==> src/source/csum_defs.svh <==
`ifndef CSUM_DEFS_SVH
`define CSUM_DEFS_SVH

// FIFO depths, word FIFO kept off a power of two on purpose
`define CSUM_WORD_DEPTH 6
`define CSUM_RES_DEPTH 3

// Bus and datapath widths
`define CSUM_BUS_W 32
`define CSUM_ADR_W 2
`define CSUM_DATA_W 16
`define CSUM_CNT_W 8

// Register map, word addresses
`define CSUM_ADR_DATA 2'd0
`define CSUM_ADR_LAST 2'd1
`define CSUM_ADR_RESULT 2'd2
`define CSUM_ADR_STATUS 2'd3

// Status register bits
`define CSUM_ST_WORD_FULL 0
`define CSUM_ST_RES_EMPTY 1
`define CSUM_ST_OVERFLOW 2

`endif

==> src/source/csum_pkg.sv <==
`include "csum_defs.svh"

package csum_pkg;

    //////////////////////////////////////////////////////////////////////
    // Wishbone classic bus
    //////////////////////////////////////////////////////////////////////

    // Master to slave
    typedef struct packed {
        logic                   cyc;
        logic                   stb;
        logic                   we;
        logic [`CSUM_ADR_W-1:0] adr;
        logic [`CSUM_BUS_W-1:0] dat;
    } wb_req_t;

    // Slave to master
    typedef struct packed {
        logic                   ack;
        logic [`CSUM_BUS_W-1:0] dat;
    } wb_rsp_t;

    //////////////////////////////////////////////////////////////////////
    // FIFO payloads
    //////////////////////////////////////////////////////////////////////

    // One data word, last marks end of frame
    typedef struct packed {
        logic                    last;
        logic [`CSUM_DATA_W-1:0] data;
    } word_t;

    // Per-frame result, count lands in 23:16 and sum in 15:0 on readback
    typedef struct packed {
        logic [`CSUM_CNT_W-1:0]  count;
        logic [`CSUM_DATA_W-1:0] sum;
    } result_t;

endpackage

==> src/source/csum_engine.sv <==
`timescale 1ns/1ps
`include "csum_defs.svh"

module csum_engine (
    input  logic              clk,
    input  logic              reset,
    // Word FIFO read side
    input  logic              word_empty,
    input  csum_pkg::word_t   word_data,
    output logic              word_pop,
    // Result FIFO write side
    input  logic              res_full,
    output logic              res_push,
    output csum_pkg::result_t res_data
);

    // Running state for the open frame
    logic [`CSUM_DATA_W-1:0] sum;
    logic [`CSUM_CNT_W-1:0]  count;

    // State including the head word
    logic [`CSUM_DATA_W-1:0] sum_next;
    logic [`CSUM_CNT_W-1:0]  count_next;

    //////////////////////////////////////////////////////////////////////
    // Consume
    //////////////////////////////////////////////////////////////////////

    // One word per cycle and a full result FIFO stalls everything
    assign word_pop = ~word_empty & ~res_full;

    // Both wrap naturally
    assign sum_next   = sum + word_data.data;
    assign count_next = count + 1'b1;

    // Result goes out with the pop of the last word
    assign res_push       = word_pop & word_data.last;
    assign res_data.sum   = sum_next;
    assign res_data.count = count_next;

    always_ff @(posedge clk) begin
        if (reset) begin
            sum   <= '0;
            count <= '0;
        end else if (word_pop) begin
            if (word_data.last) begin
                // Frame closed and state starts fresh
                sum   <= '0;
                count <= '0;
            end else begin
                sum   <= sum_next;
                count <= count_next;
            end
        end
    end

    // Head word waiting during a stall stays put until popped
    a_head_stable: assert property (@(posedge clk) disable iff (reset)
                                    (!word_empty && !word_pop) |=> $stable(word_data))
        else $error("csum_engine: head word changed while stalled");

endmodule

==> src/source/csum_top.sv <==
`timescale 1ns/1ps
`include "csum_defs.svh"

module csum_top (
    input  logic              clk,
    input  logic              reset,
    input  csum_pkg::wb_req_t wb_req,
    output csum_pkg::wb_rsp_t wb_rsp
);

    // Word path
    logic              word_push;
    csum_pkg::word_t   word_in;
    logic              word_full;
    logic              word_pop;
    csum_pkg::word_t   word_out;
    logic              word_empty;

    // Result path
    logic              res_push;
    csum_pkg::result_t res_in;
    logic              res_full;
    logic              res_pop;
    csum_pkg::result_t res_out;
    logic              res_empty;

    //////////////////////////////////////////////////////////////////////
    // Bus side
    //////////////////////////////////////////////////////////////////////

    csum_wb_regs u_regs (
        .clk       (clk),
        .reset     (reset),
        .wb_req    (wb_req),
        .wb_rsp    (wb_rsp),
        .word_push (word_push),
        .word_data (word_in),
        .word_full (word_full),
        .res_pop   (res_pop),
        .res_data  (res_out),
        .res_empty (res_empty)
    );

    //////////////////////////////////////////////////////////////////////
    // FIFOs and engine
    //////////////////////////////////////////////////////////////////////

    sync_fifo #(
        .DEPTH     (`CSUM_WORD_DEPTH),
        .payload_t (csum_pkg::word_t)
    ) u_word_fifo (
        .clk       (clk),
        .reset     (reset),
        .push      (word_push),
        .push_data (word_in),
        .full      (word_full),
        .pop       (word_pop),
        .pop_data  (word_out),
        .empty     (word_empty)
    );

    csum_engine u_engine (
        .clk        (clk),
        .reset      (reset),
        .word_empty (word_empty),
        .word_data  (word_out),
        .word_pop   (word_pop),
        .res_full   (res_full),
        .res_push   (res_push),
        .res_data   (res_in)
    );

    sync_fifo #(
        .DEPTH     (`CSUM_RES_DEPTH),
        .payload_t (csum_pkg::result_t)
    ) u_res_fifo (
        .clk       (clk),
        .reset     (reset),
        .push      (res_push),
        .push_data (res_in),
        .full      (res_full),
        .pop       (res_pop),
        .pop_data  (res_out),
        .empty     (res_empty)
    );

endmodule

==> src/source/csum_wb_regs.sv <==
`timescale 1ns/1ps
`include "csum_defs.svh"

module csum_wb_regs (
    input  logic               clk,
    input  logic               reset,
    // Wishbone classic slave
    input  csum_pkg::wb_req_t  wb_req,
    output csum_pkg::wb_rsp_t  wb_rsp,
    // Word FIFO write side
    output logic               word_push,
    output csum_pkg::word_t    word_data,
    input  logic               word_full,
    // Result FIFO read side
    output logic               res_pop,
    input  csum_pkg::result_t  res_data,
    input  logic               res_empty
);

    // Width of zero fill above the result on readback
    localparam int RES_PAD = `CSUM_BUS_W - $bits(csum_pkg::result_t);

    logic                    ack;
    logic                    req_take;
    // Request captured when sampled and used in the ack cycle
    logic                    acc_we;
    logic [`CSUM_ADR_W-1:0]  acc_adr;
    logic [`CSUM_DATA_W-1:0] acc_dat;
    // Sticky overflow flag
    logic                    overflow;
    logic                    wr_word;
    logic                    wr_status;
    logic                    rd_result;
    logic [`CSUM_BUS_W-1:0]  rd_dat;

    //////////////////////////////////////////////////////////////////////
    // Handshake
    //////////////////////////////////////////////////////////////////////

    // A new request that is not the tail of one already acked
    assign req_take = wb_req.cyc & wb_req.stb & ~ack;

    always_ff @(posedge clk) begin
        if (reset) begin
            ack <= 1'b0;
        end else begin
            ack <= req_take;
        end
    end

    always_ff @(posedge clk) begin
        if (req_take) begin
            acc_we  <= wb_req.we;
            acc_adr <= wb_req.adr;
            acc_dat <= wb_req.dat[`CSUM_DATA_W-1:0];
        end
    end

    //////////////////////////////////////////////////////////////////////
    // Decode in the ack cycle
    //////////////////////////////////////////////////////////////////////

    assign wr_word   = ack & acc_we &
                       ((acc_adr == `CSUM_ADR_DATA) | (acc_adr == `CSUM_ADR_LAST));
    assign wr_status = ack & acc_we & (acc_adr == `CSUM_ADR_STATUS);
    assign rd_result = ack & ~acc_we & (acc_adr == `CSUM_ADR_RESULT);

    // Word push is dropped when full
    assign word_push      = wr_word & ~word_full;
    assign word_data.last = (acc_adr == `CSUM_ADR_LAST);
    assign word_data.data = acc_dat;

    // Result pop only when something is there
    assign res_pop = rd_result & ~res_empty;

    // Overflow set by a lost write and cleared by a STATUS write
    always_ff @(posedge clk) begin
        if (reset) begin
            overflow <= 1'b0;
        end else if (wr_word && word_full) begin
            overflow <= 1'b1;
        end else if (wr_status) begin
            overflow <= 1'b0;
        end
    end

    // Read mux
    always_comb begin
        rd_dat = '0;
        if (ack && !acc_we) begin
            case (acc_adr)
                `CSUM_ADR_RESULT: begin
                    // Empty FIFO reads back zero
                    if (!res_empty) begin
                        rd_dat = {{RES_PAD{1'b0}}, res_data};
                    end
                end
                `CSUM_ADR_STATUS: begin
                    rd_dat[`CSUM_ST_WORD_FULL] = word_full;
                    rd_dat[`CSUM_ST_RES_EMPTY] = res_empty;
                    rd_dat[`CSUM_ST_OVERFLOW]  = overflow;
                end
                default: rd_dat = '0;
            endcase
        end
    end

    assign wb_rsp.ack = ack;
    assign wb_rsp.dat = rd_dat;

    // Master releases stb within the ack cycle so no second access starts
    a_stb_released: assert property (@(posedge clk) disable iff (reset) ack |-> !wb_req.stb)
        else $error("csum_wb_regs: stb still high at the end of the ack cycle");

endmodule

==> src/source/sync_fifo.sv <==
`timescale 1ns/1ps

module sync_fifo #(
    parameter int  DEPTH     = 4,
    parameter type payload_t = logic [7:0]
) (
    input  logic     clk,
    input  logic     reset,
    // Write side
    input  logic     push,
    input  payload_t push_data,
    output logic     full,
    // Read side
    input  logic     pop,
    output payload_t pop_data,
    output logic     empty
);

    // Index width, at least one bit even for a single entry
    localparam int IW = (DEPTH > 1) ? $clog2(DEPTH) : 1;

    // Entry storage
    payload_t mem [DEPTH];

    // Pointers, top bit is the phase
    logic [IW:0] wr_ptr;
    logic [IW:0] rd_ptr;

    logic do_push;
    logic do_pop;
    logic idx_equal;
    logic phase_diff;

    // Step a pointer, roll over at DEPTH and flip the phase
    function automatic logic [IW:0] ptr_next(input logic [IW:0] ptr);
        logic [IW:0] nxt;
        if (ptr[IW-1:0] == IW'(DEPTH - 1)) begin
            nxt = {~ptr[IW], {IW{1'b0}}};
        end else begin
            // No carry into phase, index stays below DEPTH-1 here
            nxt = {ptr[IW], ptr[IW-1:0] + 1'b1};
        end
        return nxt;
    endfunction

    //////////////////////////////////////////////////////////////////////
    // Status from registered pointers
    //////////////////////////////////////////////////////////////////////

    assign idx_equal  = (wr_ptr[IW-1:0] == rd_ptr[IW-1:0]);
    assign phase_diff = wr_ptr[IW] ^ rd_ptr[IW];
    assign full       = idx_equal & phase_diff;
    assign empty      = idx_equal & ~phase_diff;

    // Overrun and underrun requests are dropped
    assign do_push = push & ~full;
    assign do_pop  = pop & ~empty;

    //////////////////////////////////////////////////////////////////////
    // Pointers and storage
    //////////////////////////////////////////////////////////////////////

    always_ff @(posedge clk) begin
        if (reset) begin
            wr_ptr <= '0;
            rd_ptr <= '0;
        end else begin
            if (do_push) begin
                wr_ptr <= ptr_next(wr_ptr);
            end
            if (do_pop) begin
                rd_ptr <= ptr_next(rd_ptr);
            end
        end
    end

    always_ff @(posedge clk) begin
        if (do_push) begin
            mem[wr_ptr[IW-1:0]] <= push_data;
        end
    end

    // Head entry falls through
    assign pop_data = mem[rd_ptr[IW-1:0]];

    // Callers are expected to honour full and empty
    a_no_push_full: assert property (@(posedge clk) disable iff (reset) push |-> !full)
        else $error("sync_fifo: push while full");
    a_no_pop_empty: assert property (@(posedge clk) disable iff (reset) pop |-> !empty)
        else $error("sync_fifo: pop while empty");

endmodule

==> config.mk <==
export PLATFORM = sky130hd
export DESIGN_NAME = csum_top
export DESIGN_NICKNAME = d
export VERILOG_FILES = /design/src/source/csum_pkg.sv /design/src/source/csum_engine.sv /design/src/source/csum_top.sv /design/src/source/csum_wb_regs.sv /design/src/source/sync_fifo.sv
export VERILOG_INCLUDE_DIRS = /design/src /design/src/source
export SDC_FILE = /design/constraint.sdc
export NUM_CORES = 1
export LEC_CHECK = 0
export BUFFER_PORTS_ARGS = -buffer_cell sky130_fd_sc_hd__buf_4
export CORE_MARGIN = 5
export CORE_UTILIZATION = 35
export CTS_CLUSTER_DIAMETER = 60
export CTS_CLUSTER_SIZE = 40
export DETAILED_ROUTE_END_ITERATION = 7
export PLACE_DENSITY = 0.52
export SLEW_MARGIN = 20
export SYNTH_ARGS = -nofsm -noshare
export SYNTH_HDL_FRONTEND = slang
export SYNTH_HIERARCHICAL = 1
export SYNTH_SLANG_ARGS = --single-unit
==> constraint.sdc <==
create_clock -name clk -period 4.11 [get_ports clk]
set_input_delay 0.6165 -clock clk [delete_from_list [all_inputs] [get_ports clk]]
set_output_delay 0.6165 -clock clk [all_outputs]
set_load 0.01 [all_outputs]
==> summary.txt <==
Status
  • Outcome: completed

Worst setup path
  • FF-to-FF setup slack: 0.60 ns
  • Critical path type: reg2out
  • Crit path max-delay cell type: sky130_fd_sc_hd__nor2_2
  • CP max stage delay: approximately 0.57 ns
  • Maximum fanout count along the critical path: 15
  • Arrival time at the worst endpoint: 2.96 ns
  • Reg-to-reg critical path endpoint: u_res_fifo/mem[0][10]
  • Worst R2R Path Depth: 10
  • Cell breakdown of the critical path: xnor2_1 -> nand2_1 -> nor2_2 -> buf_4 -> nand2_1 -> a21oi_1 -> buf_4
  • Data required, critical path: 3.49 ns
  • Critical path startpoint category: flop
  • Capturing element type of the critical path: output pin

Placed design
  • DP HPWL: between 10 and 15 mm
  • Port buffer count: between 40 and 50
  • Area after detailed placement: about 0.012 mm^2
  • Routability-driven placement congestion ratio: 0.791
  • Placement Setup Slack: ~0.59 ns

Synthesis
  • Count of different cell masters after synthesis: 80
  • Number of warnings printed during yosys synthesis: 6
  • Average instance area after synthesis: ~14 um^2
  • Post-synth top area share: 53.6%
  • Post-Synthesis Cells: 775
  • Top cells by area in the synthesized netlist: sky130_fd_sc_hd__edfxtp_1 54%, sky130_fd_sc_hd__dfxtp_1 8.3%, sky130_fd_sc_hd__mux2i_1 4.2%, sky130_fd_sc_hd__mux4_2 3.5%, sky130_fd_sc_hd__nor4b_2 2.5%
  • Post-synthesis instance area: roughly 0.011 mm^2
  • Count of flip-flops with a built-in enable after synthesis: around 190
  • Largest area contributor in the synthesized netlist: sky130_fd_sc_hd__edfxtp_1
  • Total of flip-flops plus latches after synthesis: ~240
  • Sequential-to-total area share from yosys stat: 61.9%
  • Fraction of synthesis flops using an asynchronous set or reset pin: 0%
  • Post-synth top flop: sky130_fd_sc_hd__edfxtp_1

Floorplanning
  • Floorplan row count: 64
  • Die outline width: 186 um
  • Standard cell core area: 0.0306 mm^2
  • I/O Pins: 72
  • Vertical extent of the die: between 150 and 200 um
  • Die ar.: roughly 0.035 mm^2
  • Initial core utilization: 35.4%

Global route
  • All-layer global routing usage: 11.9%
  • Number of antenna violations at the first check in global routing: 0
  • Grt ovf: 0
  • Global-route wire length before repair: 33.0 mm
  • Number of global-route vias before repair: 6039
  • Maximum number of pins on one net before global-route repair: 52

CTS
  • Clock slew seen by the registers of the worst setup and hold paths: 0.07 ns
  • Clock tree from TritonCTS: yes
  • Number of CTS-inserted buffers: 24
  • Buffer depth of the longest clock path: 3
  • Post-CTS setup buffers: 0
  • Number of buffers inserted by hold repair at cts: 0
  • Num Clock Sinks: between 200 and 250
  • Deepest level of the CTS H-tree: 1
  • Number of gates resized after cts: 0
  • CTS root buf: sky130_fd_sc_hd__clkbuf_16
  • Clock latency on the worst-skew pair: 0.53 ns

Timing
  • Remaining max-slew budget at the tightest pin: 45.2%
  • Setup repair after global routing missed its margin: false
  • Fin. Hold Viols: 0
  • Final setup violation count: 0
  • Slew at the pin with the worst max-slew slack: about 0.82 ns
  • Worst setup skew after layout: 0.0192 ns
  • Final slew viol count: 0
  • Final worst-path cycle share: about 87%
  • Minimum clock period: 3.58 ns
  • Slack of the critical path: ~0.53 ns
  • Final sum of negative setup slack: 0 ns
  • Highest clock rate: 0.280 GHz

Detailed routing
  • Vias per cell: 4.91
  • Drt first-iter violations: 372
  • Number of detailed-routing iterations run before antenna repair: 5
  • DRC violation count after routing: 0
  • Routed length per instance: roughly 17 um
  • Post-Route WL: 20.5 mm
  • Post-route antenna net violation count: 0
  • Vias: 6072

Hold path
  • Endpoint of the worst hold-timing path: u_regs/acc_dat[8]
  • Number of cells on the worst hold path: 1
  • Worst Hold Class: in2reg
  • Startpoint of the tightest hold check path: wb_req[8]

Finish
  • Final cell utilization of the core: 40.7%
  • Fin nets: 878
  • Fill cell count: 2804
  • Area growth syn-to-layout: 15.1%
  • Most common library cell in the layout ignoring fill and taps: sky130_fd_sc_hd__edfxtp_1
  • Post-route cell area: 0.0125 mm^2
  • Share of layout cells above drive strength 1: 21.7%
  • N_diodes: 0
  • Commonest cells after routing, fill and taps aside: 193 x sky130_fd_sc_hd__edfxtp_1, 66 x sky130_fd_sc_hd__buf_4, 55 x sky130_fd_sc_hd__nand2_1

Power
  • Worst IR Drop VDD: 242 uV
  • Power density normalized to cell area: 440 mW/mm^2
  • Leakage component of the power: 4.05 nW

Flow run
  • Total of max-cap violations: 0
kinds of logic (layout without fill, tap and decap cells):
family,after synthesis,count (layout),synth area share [%]
adders and majority gates,17,17,2.04
AOI/OAI and AO/OA,144,144,8.98
other,1,8,0.0347
and+or+nand+nor,215,215,12.4
xor gates and xnor gates,28,28,2.68
buffers and inverters,63,121,3.41
muxes,69,69,8.50
DFF,238,238,61.9
worst max path at each step:
| stage | startpoint | endpoint | cells past startpoint |
|---|---|---|---|
| CTS | u_res_fifo/wr_ptr[1] | wb_rsp[1] | 7 |
| floorplan | u_res_fifo/wr_ptr[1] | u_res_fifo/mem[1][0] | 10 |
| finish | u_res_fifo/wr_ptr[1] | wb_rsp[1] | 7 |
| global route | u_res_fifo/wr_ptr[1] | wb_rsp[1] | 7 |
| global placement | flop | u_res_fifo/mem[1][10] | 10 |
| detailed placement | flop | u_res_fifo/mem[0][10] | 10 |
sequential cells by signal, summed over array words and instances, names as in the netlist, 4 cells and up, named ones only:
register	flops
u_engine/count	8
u_engine/sum	16
u_regs/acc_dat	16
u_res_fifo/mem	72
u_word_fifo/mem	102
u_word_fifo/rd_ptr	4
u_word_fifo/wr_ptr	4
cells in the mapped netlist, types with 3 or more instances:
cell type,instances
sky130_fd_sc_hd__a22oi_1,6
sky130_fd_sc_hd__buf_6,6
sky130_fd_sc_hd__inv_1,9
sky130_fd_sc_hd__nand3b_1,6
sky130_fd_sc_hd__nor4b_1,5
sky130_fd_sc_hd__o211ai_1,7
sky130_fd_sc_hd__edfxtp_1,193
sky130_fd_sc_hd__nand3_1,9
sky130_fd_sc_hd__o21a_1,3
sky130_fd_sc_hd__nand4_1,5
sky130_fd_sc_hd__a21o_1,4
sky130_fd_sc_hd__nor4b_2,18
sky130_fd_sc_hd__a21oi_1,44
sky130_fd_sc_hd__mux2_1,5
sky130_fd_sc_hd__xnor2_2,4
sky130_fd_sc_hd__o21ai_0,38
sky130_fd_sc_hd__buf_2,12
sky130_fd_sc_hd__nand2_1,55
sky130_fd_sc_hd__a32o_1,3
sky130_fd_sc_hd__and2_1,6
sky130_fd_sc_hd__a41oi_1,4
sky130_fd_sc_hd__mux2i_1,45
sky130_fd_sc_hd__o2111ai_1,5
sky130_fd_sc_hd__and4_1,3
sky130_fd_sc_hd__or3_1,10
sky130_fd_sc_hd__nor3b_1,5
sky130_fd_sc_hd__nor3_1,13
sky130_fd_sc_hd__mux4_2,17
sky130_fd_sc_hd__ha_1,16
sky130_fd_sc_hd__or2_2,3
sky130_fd_sc_hd__nor2_1,44
sky130_fd_sc_hd__nand2b_1,3
sky130_fd_sc_hd__o31ai_1,3
sky130_fd_sc_hd__a211o_1,3
sky130_fd_sc_hd__xor2_1,9
sky130_fd_sc_hd__dfxtp_1,45
sky130_fd_sc_hd__buf_4,17
sky130_fd_sc_hd__xnor2_1,13
sky130_fd_sc_hd__a31oi_1,6
sky130_fd_sc_hd__or3b_1,4
sky130_fd_sc_hd__nor2b_1,9
sky130_fd_sc_hd__clkbuf_1,16
metal layers:
| layer | global-route usage [%] | vias up | part of all wire (%) |
|---|---|---|---|
| li1 | - | 3066 | - |
| met1 | 17.2 | 2864 | 47 |
| met2 | 19.0 | 115 | 46 |
| met3 | 1.93 | 27 | 5.3 |
| met4 | 2.54 | 0 | 1.5 |
| met5 | 0 | - | 0 |
critical path: cells and delay by family, from the launching register on:
kind / cells / cell delay [ns]
and+or+nand+nor: 3 / 0.93
DFF: 1 / 0.55
buffers and inverters: 2 / 0.52
xor gates and xnor gates: 1 / 0.25
AOI/OAI and AO/OA: 1 / 0.18
metrics by stage:
step                      total power, mW  hold WS [ns]  cells
after floorplan                      3.14         0.429    782
after global placement               3.26         0.444   1192
after detailed placement             3.26         0.451   1192
after CTS                            5.57         0.235   1236
after global routing                 5.72         0.236   1236
final                                5.48         0.262   1236
final cells by class:
class	count	area (um^2)	area share (%)
multi-input combinational	481	3840	30.9
timing repair buffer	67	515	4.14
inverter	10	37.5	0.301
clock buffer	24	601	4.82
sequential	238	6700	53.8
clock inverter	20	263	2.11
tap	396	495	3.98
power by group:
group          switching [mW]  internal, mW  leakage, nW
Sequential             0.0527          2.66         2.11
Clock                    1.10          1.18        0.415
Combinational           0.307         0.179         1.52
Power figures use the tool's default switching activity.
